--- config.mk ---
export PLATFORM = sky130hd
export DESIGN_NAME = category_top
export DESIGN_NICKNAME = d
export VERILOG_FILES = /design/src/hw/regex_pkg.sv /design/src/hw/stream_pkg.sv /design/src/hw/pkt_if.sv /design/src/hw/keyword_dfa.sv /design/src/hw/category_matcher.sv /design/src/hw/stream_tracker.sv /design/src/hw/category_csr.sv /design/src/hw/category_top.sv
export SDC_FILE = /design/constraint.sdc
export NUM_CORES = 1
export LEC_CHECK = 0
export BUFFER_PORTS_ARGS = -buffer_cell sky130_fd_sc_hd__buf_2
export CAP_MARGIN = 20
export CORE_MARGIN = 5
export CORE_UTILIZATION = 45
export DETAILED_ROUTE_END_ITERATION = 10
export GPL_TIMING_DRIVEN = 0
export PLACE_DENSITY = 0.62
export SLEW_MARGIN = 0
export SYNTH_ARGS = -nofsm -noshare
export SYNTH_HDL_FRONTEND = slang
export SYNTH_HIERARCHICAL = 1
export SYNTH_SLANG_ARGS = --single-unit
--- constraint.sdc ---
create_clock -name clk -period 8.1 [get_ports clk]
set_input_delay 0.81 -clock clk [delete_from_list [all_inputs] [get_ports clk]]
set_output_delay 0.81 -clock clk [all_outputs]
set_load 0.03 [all_outputs]
--- src/hw/regex_pkg.sv ---
`default_nettype none

package regex_pkg;

   // One input byte
   typedef logic [7:0] char_t;

   // Keyword progress, k means the first k letters were seen
   typedef logic [3:0] dfa_state_t;

   // Keyword to find in every stream
   localparam int KEYWORD_LEN = 7;
   localparam logic [8*KEYWORD_LEN-1:0] KEYWORD = "torrent";

   // First letter, the only fallback target on a mismatch
   localparam char_t KEYWORD_FIRST = KEYWORD[8*KEYWORD_LEN-1 -: 8];

   // Nothing matched yet
   localparam dfa_state_t DFA_IDLE = '0;
   // Whole keyword seen
   localparam dfa_state_t DFA_ACCEPT = dfa_state_t'(KEYWORD_LEN);

endpackage

`default_nettype wire

--- src/hw/stream_pkg.sv ---
`default_nettype none

package stream_pkg;

   // Interleaved flows, one DFA context each
   localparam int NUM_STREAMS = 64;
   typedef logic [$clog2(NUM_STREAMS)-1:0] stream_id_t;

   // Matched packet counter, wraps
   typedef logic [15:0] match_count_t;

   // One enable bit per stream
   typedef logic [NUM_STREAMS-1:0] enable_mask_t;

   // AXI4-Lite register port
   localparam int CSR_DATA_W = 32;
   typedef logic [7:0]            csr_addr_t;
   typedef logic [CSR_DATA_W-1:0] csr_data_t;
   localparam logic [1:0] AXI_OKAY = 2'b00;

   // Register map
   localparam csr_addr_t ADDR_EN_LO = 8'h00;
   localparam csr_addr_t ADDR_EN_HI = 8'h04;
   localparam csr_addr_t ADDR_COUNT = 8'h08;

endpackage

`default_nettype wire

--- src/hw/pkt_if.sv ---
`timescale 1ns/1ps
`default_nettype none

interface pkt_if;
   import regex_pkg::*;
   import stream_pkg::*;

   // Restore pulse at packet start, new_stream picks state zero
   logic       load_state;
   logic       new_stream;
   // Held from sop until the next packet
   stream_id_t stream;
   // Scheduled character
   logic       char_vld;
   char_t      char;
   // End of packet, one cycle after the last character
   logic       eop;

   modport src (
      output load_state, new_stream, stream, char_vld, char, eop
   );

   modport dst (
      input load_state, new_stream, stream, char_vld, char, eop
   );

endinterface

`default_nettype wire

--- src/hw/keyword_dfa.sv ---
`timescale 1ns/1ps
`default_nettype none

module keyword_dfa (
   input  logic                  clk,
   input  logic                  rst_n,
   input  regex_pkg::char_t      char_in,
   input  logic                  char_in_vld,
   input  regex_pkg::dfa_state_t state_in,
   input  logic                  state_in_vld,
   output regex_pkg::dfa_state_t state_out,
   output logic                  accept_out
);
   import regex_pkg::*;

   dfa_state_t base_state;
   dfa_state_t next_state;
   char_t      expect_char;

   always_comb
   begin
      // A restored state overrides the running one
      base_state = state_in_vld ? state_in : state_out;
      // After a full match step on as from idle
      if (base_state >= DFA_ACCEPT)
         base_state = DFA_IDLE;
      // Letter that advances from here
      expect_char = KEYWORD[8*(KEYWORD_LEN-1-int'(base_state)) +: 8];
      if (char_in == expect_char)
         next_state = base_state + 1'b1;
      else if (char_in == KEYWORD_FIRST)
         // Mismatch on a 't' may still start a new keyword
         next_state = dfa_state_t'(1);
      else
         next_state = DFA_IDLE;
   end

   always_ff @(posedge clk)
   begin
      if (!rst_n)
      begin
         state_out  <= DFA_IDLE;
         accept_out <= 1'b0;
      end
      else
      begin
         accept_out <= 1'b0;
         if (char_in_vld)
         begin
            state_out  <= next_state;
            // Accept pulses for the cycle the last letter lands
            accept_out <= (next_state == DFA_ACCEPT);
         end
         else if (state_in_vld)
            state_out <= state_in;
      end
   end

endmodule

`default_nettype wire

--- src/hw/category_matcher.sv ---
`timescale 1ns/1ps
`default_nettype none

module category_matcher (
   input  logic                     clk,
   input  logic                     rst_n,
   pkt_if.dst                       pkt,
   input  stream_pkg::enable_mask_t enable_mask,
   output stream_pkg::match_count_t count,
   output logic                     pkt_done,
   output logic                     pkt_hit,
   output stream_pkg::stream_id_t   pkt_stream
);
   import regex_pkg::*;
   import stream_pkg::*;

   // Saved DFA progress per stream
   dfa_state_t state_mem [NUM_STREAMS];

   dfa_state_t restore_state;
   logic       restore_vld;
   dfa_state_t dfa_state;
   logic       dfa_accept;
   logic       match_flag;
   logic       stream_en;
   logic       hit_now;

   assign stream_en = enable_mask[pkt.stream];
   // Last character's accept lands in the eop cycle itself
   assign hit_now = match_flag | dfa_accept;

   // Restore reaches the DFA together with the first character
   always_ff @(posedge clk)
   begin
      if (!rst_n)
         restore_vld <= 1'b0;
      else
         restore_vld <= pkt.load_state;
   end

   always_ff @(posedge clk)
   begin
      if (pkt.load_state)
         restore_state <= pkt.new_stream ? DFA_IDLE : state_mem[pkt.stream];
      // Disabled streams keep their old context
      if (pkt.eop && stream_en)
         state_mem[pkt.stream] <= dfa_state;
   end

   always_ff @(posedge clk)
   begin
      if (!rst_n)
      begin
         match_flag <= 1'b0;
         count      <= '0;
      end
      else
      begin
         // Sticky per packet
         if (pkt.load_state)
            match_flag <= 1'b0;
         else if (dfa_accept)
            match_flag <= 1'b1;
         if (pkt.eop && stream_en && hit_now)
            count <= count + match_count_t'(1);
      end
   end

   // Packet verdict
   assign pkt_done   = pkt.eop;
   assign pkt_hit    = pkt.eop & stream_en & hit_now;
   assign pkt_stream = pkt.stream;

   keyword_dfa u_keyword_dfa (
      .clk          (clk),
      .rst_n        (rst_n),
      .char_in      (pkt.char),
      .char_in_vld  (pkt.char_vld),
      .state_in     (restore_state),
      .state_in_vld (restore_vld),
      .state_out    (dfa_state),
      .accept_out   (dfa_accept)
   );

endmodule

`default_nettype wire

--- src/hw/stream_tracker.sv ---
`timescale 1ns/1ps
`default_nettype none

module stream_tracker (
   input  logic                   clk,
   input  logic                   rst_n,
   input  logic                   in_valid,
   input  logic                   in_sop,
   input  logic                   in_eop,
   input  regex_pkg::char_t       in_char,
   input  stream_pkg::stream_id_t in_stream,
   output logic                   in_ready,
   pkt_if.src                     pkt
);
   import regex_pkg::*;
   import stream_pkg::*;

   logic                   accept;
   logic                   out_of_rst;
   // Streams that had a packet since reset
   logic [NUM_STREAMS-1:0] seen;
   logic                   vld_d1;
   char_t                  char_d1;
   // Eop delay line, also the two-cycle gap after a packet
   logic [1:0]             eop_d;

   assign in_ready = out_of_rst & ~(|eop_d);
   assign accept   = in_valid & in_ready;

   always_ff @(posedge clk)
   begin
      if (!rst_n)
      begin
         out_of_rst     <= 1'b0;
         seen           <= '0;
         pkt.load_state <= 1'b0;
         vld_d1         <= 1'b0;
         pkt.char_vld   <= 1'b0;
         eop_d          <= '0;
         pkt.eop        <= 1'b0;
      end
      else
      begin
         out_of_rst     <= 1'b1;
         // Load one cycle after sop
         pkt.load_state <= accept & in_sop;
         if (accept && in_sop)
            seen[in_stream] <= 1'b1;
         // Character two cycles after its beat
         vld_d1       <= accept;
         pkt.char_vld <= vld_d1;
         // Eop three cycles after its beat
         eop_d   <= {eop_d[0], accept & in_eop};
         pkt.eop <= eop_d[1];
      end
   end

   always_ff @(posedge clk)
   begin
      if (accept && in_sop)
      begin
         pkt.stream     <= in_stream;
         pkt.new_stream <= ~seen[in_stream];
      end
      char_d1  <= in_char;
      pkt.char <= char_d1;
   end

endmodule

`default_nettype wire

--- src/hw/category_csr.sv ---
`timescale 1ns/1ps
`default_nettype none

module category_csr (
   input  logic                     clk,
   input  logic                     rst_n,
   input  stream_pkg::csr_addr_t    awaddr,
   input  logic                     awvalid,
   output logic                     awready,
   input  stream_pkg::csr_data_t    wdata,
   input  logic                     wvalid,
   output logic                     wready,
   output logic [1:0]               bresp,
   output logic                     bvalid,
   input  logic                     bready,
   input  stream_pkg::csr_addr_t    araddr,
   input  logic                     arvalid,
   output logic                     arready,
   output stream_pkg::csr_data_t    rdata,
   output logic [1:0]               rresp,
   output logic                     rvalid,
   input  logic                     rready,
   input  stream_pkg::match_count_t count,
   output stream_pkg::enable_mask_t enable_mask
);
   import stream_pkg::*;

   typedef enum logic [1:0] {S_IDLE, S_WRESP, S_RDATA} csr_state_t;

   csr_state_t state;
   logic       aw_got;
   logic       w_got;
   csr_addr_t  aw_q;
   csr_data_t  w_q;
   logic       aw_hs;
   logic       w_hs;
   logic       ar_hs;
   logic       wr_go;
   csr_addr_t  wr_addr;
   csr_data_t  wr_data;
   csr_data_t  rd_data;

   // Address and data may arrive in either order
   assign awready = (state == S_IDLE) & ~aw_got;
   assign wready  = (state == S_IDLE) & ~w_got;
   // Writes take priority, a read waits for a clear write channel
   assign arready = (state == S_IDLE) & ~aw_got & ~w_got & ~awvalid & ~wvalid;

   assign aw_hs = awvalid & awready;
   assign w_hs  = wvalid & wready;
   assign ar_hs = arvalid & arready;

   assign wr_addr = aw_got ? aw_q : awaddr;
   assign wr_data = w_got ? w_q : wdata;
   assign wr_go   = (state == S_IDLE) & (aw_got | aw_hs) & (w_got | w_hs);

   assign bvalid = (state == S_WRESP);
   assign rvalid = (state == S_RDATA);
   assign bresp  = AXI_OKAY;
   assign rresp  = AXI_OKAY;

   // Read decode, unmapped reads zero
   always_comb
   begin
      case (araddr)
         ADDR_EN_LO: rd_data = enable_mask[0 +: CSR_DATA_W];
         ADDR_EN_HI: rd_data = enable_mask[CSR_DATA_W +: CSR_DATA_W];
         ADDR_COUNT: rd_data = csr_data_t'(count);
         default:    rd_data = '0;
      endcase
   end

   always_ff @(posedge clk)
   begin
      if (!rst_n)
      begin
         state       <= S_IDLE;
         aw_got      <= 1'b0;
         w_got       <= 1'b0;
         enable_mask <= '0;
      end
      else
      begin
         case (state)
            S_IDLE:
            begin
               if (wr_go)
               begin
                  aw_got <= 1'b0;
                  w_got  <= 1'b0;
                  state  <= S_WRESP;
                  // Counter is read only
                  case (wr_addr)
                     ADDR_EN_LO: enable_mask[0 +: CSR_DATA_W] <= wr_data;
                     ADDR_EN_HI: enable_mask[CSR_DATA_W +: CSR_DATA_W] <= wr_data;
                     default:    ;
                  endcase
               end
               else
               begin
                  if (aw_hs)
                     aw_got <= 1'b1;
                  if (w_hs)
                     w_got <= 1'b1;
                  if (ar_hs)
                     state <= S_RDATA;
               end
            end
            S_WRESP:
               if (bready)
                  state <= S_IDLE;
            S_RDATA:
               if (rready)
                  state <= S_IDLE;
            default:
               state <= S_IDLE;
         endcase
      end
   end

   // Hold the half of a write that came first, and the read data
   always_ff @(posedge clk)
   begin
      if (aw_hs)
         aw_q <= awaddr;
      if (w_hs)
         w_q <= wdata;
      if (ar_hs)
         rdata <= rd_data;
   end

endmodule

`default_nettype wire

--- src/hw/category_top.sv ---
`timescale 1ns/1ps
`default_nettype none

module category_top (
   input  logic                     clk,
   input  logic                     rst_n,
   // Packet input
   input  logic                     in_valid,
   output logic                     in_ready,
   input  logic                     in_sop,
   input  logic                     in_eop,
   input  regex_pkg::char_t         in_char,
   input  stream_pkg::stream_id_t   in_stream,
   // Register port
   input  stream_pkg::csr_addr_t    awaddr,
   input  logic                     awvalid,
   output logic                     awready,
   input  stream_pkg::csr_data_t    wdata,
   input  logic                     wvalid,
   output logic                     wready,
   output logic [1:0]               bresp,
   output logic                     bvalid,
   input  logic                     bready,
   input  stream_pkg::csr_addr_t    araddr,
   input  logic                     arvalid,
   output logic                     arready,
   output stream_pkg::csr_data_t    rdata,
   output logic [1:0]               rresp,
   output logic                     rvalid,
   input  logic                     rready,
   // Status
   output stream_pkg::match_count_t count,
   output logic                     pkt_done,
   output logic                     pkt_hit,
   output stream_pkg::stream_id_t   pkt_stream
);
   import stream_pkg::*;

   enable_mask_t enable_mask;

   pkt_if u_pkt_if ();

   stream_tracker u_stream_tracker (
      .clk       (clk),
      .rst_n     (rst_n),
      .in_valid  (in_valid),
      .in_sop    (in_sop),
      .in_eop    (in_eop),
      .in_char   (in_char),
      .in_stream (in_stream),
      .in_ready  (in_ready),
      .pkt       (u_pkt_if.src)
   );

   category_matcher u_category_matcher (
      .clk         (clk),
      .rst_n       (rst_n),
      .pkt         (u_pkt_if.dst),
      .enable_mask (enable_mask),
      .count       (count),
      .pkt_done    (pkt_done),
      .pkt_hit     (pkt_hit),
      .pkt_stream  (pkt_stream)
   );

   category_csr u_category_csr (
      .clk         (clk),
      .rst_n       (rst_n),
      .awaddr      (awaddr),
      .awvalid     (awvalid),
      .awready     (awready),
      .wdata       (wdata),
      .wvalid      (wvalid),
      .wready      (wready),
      .bresp       (bresp),
      .bvalid      (bvalid),
      .bready      (bready),
      .araddr      (araddr),
      .arvalid     (arvalid),
      .arready     (arready),
      .rdata       (rdata),
      .rresp       (rresp),
      .rvalid      (rvalid),
      .rready      (rready),
      .count       (count),
      .enable_mask (enable_mask)
   );

endmodule

`default_nettype wire

==> results of run 1 <==
## power by group through the flow
stage / Combinational, mW / Clock (mW) / Sequential, mW
2_1_floorplan: 0.170 / 0 / 2.91
3_3_place_gp: 0.278 / 0 / 2.90
3_5_place_dp: 0.289 / 0 / 2.90
4_1_cts: 0.290 / 2.43 / 2.84
5_1_grt: 0.312 / 2.55 / 2.85
6_report: 0.293 / 2.38 / 2.84
## flip-flops by register name (all words and copies together) (netlist names), 8 cells and up
name                          flops
u_category_csr/aw_q               8
u_category_csr/enable_mask       64
u_category_matcher/state_mem    256
u_stream_tracker/char_d1          8
u_stream_tracker/seen            64
u_category_csr/rdata             32
u_stream_tracker/pkt.char         8
u_category_matcher/count         16
u_category_csr/w_q               32
## area by class of cell
class	count	area (µm²)
Clock inverter	33	250
Sequential cell	517	13700
Clock buffer	68	1460
Timing Repair Buffer	137	771
Multi-Input combinational cell	994	6950
Inverter	13	48.8
Tap cell	615	769
Buffer	128	689
Fill cell	4137	22800
## path summary, 6_finish.rpt
path	slack, ps	to	from	cells past startpoint
worst max-delay path	3770	pkt_hit	u_stream_tracker/pkt.stream[1]	9
worst min-delay path	310	u_stream_tracker/char_d1[4]	in_char[4]	1
worst max register to register	3840	u_category_matcher/u_keyword_dfa/state_out[2]	u_category_matcher/u_keyword_dfa/state_out[1]	13
worst min register to register	320	u_stream_tracker/pkt.char[0]	u_stream_tracker/char_d1[0]	0
## cell usage after synthesis, types with 4 or more instances
master | count | area share, %
buf_6 | 17 | 0.89
a22o_1 | 64 | 2.6
mux4_2 | 16 | 1.7
nor3b_2 | 4 | 0.23
nand2b_1 | 19 | 0.56
buf_1 | 9 | 0.16
and2_1 | 15 | 0.44
o211ai_1 | 5 | 0.18
a21oi_1 | 27 | 0.63
or4_1 | 10 | 0.35
nor4_1 | 6 | 0.18
and4_1 | 4 | 0.16
o22ai_1 | 10 | 0.29
o21ai_0 | 45 | 1.1
a31oi_1 | 7 | 0.20
buf_4 | 18 | 0.63
o31ai_1 | 10 | 0.35
nor2b_1 | 8 | 0.23
buf_2 | 11 | 0.26
nor3b_1 | 7 | 0.25
dfxtp_1 | 178 | 17
nor2_1 | 116 | 2.0
a311o_1 | 4 | 0.19
edfxtp_1 | 339 | 48
inv_1 | 9 | 0.16
mux2_2 | 38 | 2.0
mux2i_1 | 105 | 4.9
clkbuf_1 | 73 | 1.3
a22oi_1 | 100 | 3.5
a221oi_1 | 16 | 0.65
a211oi_1 | 7 | 0.25
nand3b_1 | 8 | 0.28
nand3_1 | 17 | 0.40
a21boi_1 | 5 | 0.18
nand4_1 | 23 | 0.67
nand2_1 | 170 | 3.0
and3_1 | 12 | 0.35
nor3_1 | 11 | 0.26
or3_1 | 12 | 0.35
or2_2 | 5 | 0.15
o221ai_1 | 12 | 0.49
nor2_4 | 5 | 0.26
## through the flow
stage | std cells | total power, mW | util, % | area, µm² | setup slack (ps)
finish | 2505 | 5.52 | 52.0 | 24700 | 3770
global placement | 2398 | 3.18 | 48.2 | 22900 | 2700
CTS | 2504 | 5.56 | 52.0 | 24700 | 3760
detailed placement | 2403 | 3.19 | 48.4 | 23000 | 3910
floorplan | 1652 | 3.08 | - | 21400 | 4140
global route | 2505 | 5.71 | 52.0 | 24700 | 3510
## routing by layer
| metal | vias up | GRT usage, % | routed length [µm] |
|---|---|---|---|
| met5 | - | 0 | 0 |
| met4 | 0 | 7.01 | 1680 |
| met3 | 112 | 4.15 | 4890 |
| met2 | 676 | 35.8 | 28000 |
| met1 | 7483 | 32.2 | 26100 |
| li1 | 6696 | - | - |
## critical path: stages (launching register included)
cell and delay [ps]:
edfxtp_1 370, buf_4 220, buf_6 190, buf_2 250, buf_2 270, mux2i_1 210, nor2_1 60, nor4_1 710
a21oi_1 360, buf_2 290
## logic make-up after synthesis
| family | share of synthesized area (%) |
|---|---|
| buf+inv | 3.45 |
| other cells | 0.0175 |
| xor+xnor | 0.205 |
| flops | 64.2 |
| fa+ha+maj | 0.164 |
| simple gates | 11.0 |
| mux | 8.66 |
| compound gates | 12.3 |
==> results.toml, run 1 <==
[worst_setup_path]
crit_path_end_kind = "output port"
cp.arrival_ps = 3520
cp.required_ps = 7290
critical_path_class = "reg2out"
crit_fanout = 10
critPathLaunchType = "flop"

[global_route]
gr-total-overflow = 0
grt_pass1_vias = 14761
grt_usage_pct = 22.7
grt_pass1_wl_um = 91800
grt_max_degree = 51
grt_antenna_before_repair = 1

[route]
ant_nets = 0
drc_errors = 0
wl_um = 60700
via_per_inst = 5.97
vias = 14967
wl_per_cell_um = 24.2
drt_pass1_iterations = 6
drtIter0Drc = 1747

[yosys]
yosysWarningCount = 6
syn-mean-instance-area_um2 = 13.0
synthFlopType = "edfxtp_1"
syn-cell-area_mm2 = 0.0214
ys_seq_elements = 517
async_reset_ff_share_pct = 0
yosysSeqAreaShare_pct = 64.2
synth_edf_count = 339
yosysUniqueCellTypes = 87
synth_cells = 1649

[cts]
cts-root-buf = "clkbuf_16"
clk-insertion-delay-late_ps = 600
cts_setup_buffers = 0
cts_inserted_buffers = 54
h-tree-depth = 2
cts.repair.resized = 0
cts_tree = "built"
cts.clk_slew.worst_paths_ps = 60
postCtsHoldBufs = 0
numClockSinks = 517
cts_buffer_depth = 3

[timing]
clock.fmax_ghz = 0.231
hold_ws_ps = 315
finalCritPeriodShare_pct = 53.5
final.min_clock_period_ps = 4330
final-hold-violation-count = 0
setup_violations = 0
worst_slew_pin_slew_ps = 1070
tns_ps = 0
rsz0062_at_grt = "false"
skew_ps = 11.7
slew_headroom_pct = 28.8
drv_slew = 0

[pwr]
pwr-share-seq_pct = 51.5
swShare_pct = 22.1
p_int_mw = 4.30
p_sw_mw = 1.22
ir_worst_vdd_v = 0.000186
p_leak_nw = 8.61
p_clk_share_pct = 43.2
power_density_mw_per_mm2 = 224
pwr-share-comb_pct = 5.3

[placement]
gp_congestion = 0.925
numPortBuffers = 131
dp_hpwl_um = 41500

[final_layout]
final_cell_mix = "339 x edfxtp_1, 174 x dfxtp_1, 170 x nand2_1"
syn_to_final_growth_pct = 15.2
drive_gt1_share_pct = 19.0
fin_nets = 1919
num_antenna_cells = 0
final_common_cell = "edfxtp_1"

[floorplanning]
die_x_um = 228
num_io_pins = 138
die_area_mm2 = 0.0521
row_count = 80
start_util_pct = 45.1
dieHeight_um = 228
design.core.area_mm2 = 0.0474

[worst_hold_path]
hold_path_class = "in2reg"

[run]
maxCapViolCount = 0

[outcome]
status = "finished clean"
Power figures use the tool's default switching activity.
==> run 2: changes to the inputs <==
Clock period 8.1 ns to 4.54 ns, I/O delays scaled along.
==> run 2 against run 1 <==
  * Wire length is 0.12% higher
  * Cell count increased by 0.32%
  * Non-clock buffer count is 8 higher
  * Highest routed layer unchanged
  * Utilization rose by 0.17 points
  * Largest cell class unchanged
  * First-iteration DRC count increased by 2.4%
  * Worst setup slack got worse by 3500 ps
  * Largest power group unchanged
  * Worst hold slack worse by 270 ps
  * Via count hardly changed
  * Clock-buffer cell count did not move
  * Sequential power is 79% higher
  * Sequential share of layout area decreased by 0.18 points
  * Combinational power is 80% higher
==> results.toml, run 2 (same netlist as run 1, synthesis figures left out) <==
[cts]
cts_tree = "built"
h-tree-depth = 2
cts_setup_buffers = 0
cts.repair.resized = 0
cts.clk_slew.worst_paths_ps = 60
clk-insertion-delay-late_ps = 600
cts-root-buf = "clkbuf_16"
numClockSinks = 517
cts_buffer_depth = 3
postCtsHoldBufs = 8
cts_inserted_buffers = 54

[worst_setup_path]
crit_path_end_kind = "flop"
critical_path_class = "reg2reg"
setup.worst_path.start = "u_category_matcher/u_keyword_dfa/state_out[1]"
cp.arrival_ps = 4760
rr_worst_depth = 13
cp_cell_sequence = "buf_12 > mux2i_1 > o211ai_2 > inv_2 > ha_1 > clkbuf_1 > inv_1 > nor3_1 > o31ai_2 > xnor2_1 > or4_4 > or2_1 > o32ai_1"
crit_fanout = 34
r2r_start = "u_category_matcher/u_keyword_dfa/state_out[1]"
critPathLaunchType = "flop"
crit_path_end = "u_category_matcher/u_keyword_dfa/state_out[2]"
critPathSlowestCell = "dfxtp_2"
crit_buf_inv = 4
crit_cells = 13
crit_family = "simple AND/OR/NAND/NOR gates"
cp.required_ps = 5030
r2r_end = "u_category_matcher/u_keyword_dfa/state_out[2]"
slowest_delay_ps = 790
r2r_setup_slack_ps = 270

[route]
drc_errors = 0
wl_per_cell_um = 24.2
wl_um = 60700
drtIter0Drc = 1789
ant_nets = 0
via_per_inst = 5.95
vias = 14958
drt_pass1_iterations = 6

[outcome]
status = "finished clean"

[timing]
final-hold-violation-count = 0
slew_headroom_pct = 28.8
rsz0062_at_grt = "false"
skew_ps = 12.1
drv_slew = 0
worst_slew_pin_slew_ps = 1070
setup_violations = 0
finalCritPeriodShare_pct = 94.0
clock.fmax_ghz = 0.234
final.min_clock_period_ps = 4270
hold_ws_ps = 45.8

[final_layout]
n_fill_cell = 4127
multiInputGateArea_mm2 = 0.00695
seq_area_mm2 = 0.0137
largest_registers = "u_category_matcher/state_mem x256, u_category_csr/enable_mask x64, u_stream_tracker/seen x64"
fin_nets = 1927
final_common_cell = "edfxtp_1"
final_cell_mix = "339 x edfxtp_1, 174 x dfxtp_1, 170 x nand2_1"
syn_to_final_growth_pct = 15.6
largest_register = "u_category_matcher/state_mem"
final_cells = 2513
final_util_pct = 52.2
largest_reg_flops = 256
num_antenna_cells = 0
drive_gt1_share_pct = 19.0

[floorplanning]
row_count = 80
dieHeight_um = 228
die_x_um = 228
start_util_pct = 45.1
design.core.area_mm2 = 0.0474
num_io_pins = 138
die_area_mm2 = 0.0521

[global_route]
grt_pass1_wl_um = 91900
gr-total-overflow = 0
grt_pass1_vias = 14808
grt_usage_pct = 22.7
grt_antenna_before_repair = 1
grt_max_degree = 51

[placement]
dp_cells = 2403
gp_congestion = 0.925
dp_hpwl_um = 41500
numPortBuffers = 131

[pwr]
p_sw_mw = 2.18
power_density_mw_per_mm2 = 398
ir_worst_vdd_v = 0.000332
pwr-share-seq_pct = 51.5
p_clk_share_pct = 43.1
p_leak_nw = 8.64
p_int_mw = 7.67
swShare_pct = 22.1
pwr-share-comb_pct = 5.4

[run]
maxCapViolCount = 0

[worst_hold_path]
hold_path_class = "in2reg"
run 2: final cells by class:
class / count / area share [%]
tap: 615 / 3.11
multi-input combinational: 994 / 28.1
sequential: 517 / 55.5
buffer: 128 / 2.78
clock buffer: 68 / 5.88
timing repair buffer: 145 / 3.44
clock inverter: 33 / 1.01
inverter: 13 / 0.197
run 2: metrics by stage:
stage	TNS (ps)	power, mW	area [µm²]	setup WS (ps)
floorplan	0	5.49	21400	578
detailed placement	0	5.69	23000	349
CTS	0	9.93	24800	326
finish	0	9.85	24800	272
global placement	-3170	5.68	22900	-864
global route	0	10.2	24800	48.2
run 2: worst reg2reg max path, cell delays in order (launching register included):
cell	delay [ps]
dfxtp_2	790
buf_12	270
mux2i_1	150
o211ai_2	350
inv_2	160
ha_1	310
clkbuf_1	330
inv_1	190
nor3_1	270
o31ai_2	100
xnor2_1	150
or4_4	560
or2_1	270
o32ai_1	260
run 2: power groups by stage:
stage | sequential [mW] | clock, mW | combinational (mW)
after floorplan | 5.19 | 0 | 0.303
after global placement | 5.18 | 0 | 0.496
after detailed placement | 5.17 | 0 | 0.516
after CTS | 5.07 | 4.33 | 0.523
after global routing | 5.08 | 4.55 | 0.563
final | 5.07 | 4.25 | 0.528
run 2: layer usage:
layer / part of all wire (%) / track usage (%) / wire length [µm] / vias up
li1: - / - / - / 6703
met1: 43 / 32.2 / 25800 / 7444
met5: 0 / 0 / 0 / -
met2: 46 / 35.9 / 27800 / 695
met4: 2.8 / 7.01 / 1720 / 0
met3: 8.8 / 4.15 / 5330 / 116
run 2: worst min path at each step:
stage / depth (start not counted) / startpoint / slack (ps) / end
2_1_floorplan: 0 / u_stream_tracker/char_d1[0] / 310 / u_stream_tracker/pkt.char[0]
3_3_place_gp: 0 / u_stream_tracker/char_d1[0] / 320 / u_stream_tracker/pkt.char[0]
3_5_place_dp: 0 / u_stream_tracker/char_d1[0] / 310 / u_stream_tracker/pkt.char[0]
4_1_cts: 1 / wdata[12] / 10 / u_category_csr/w_q[12]
5_1_grt: 1 / wdata[12] / 30 / u_category_csr/w_q[12]
6_report: 1 / wdata[9] / 50 / u_category_csr/w_q[9]
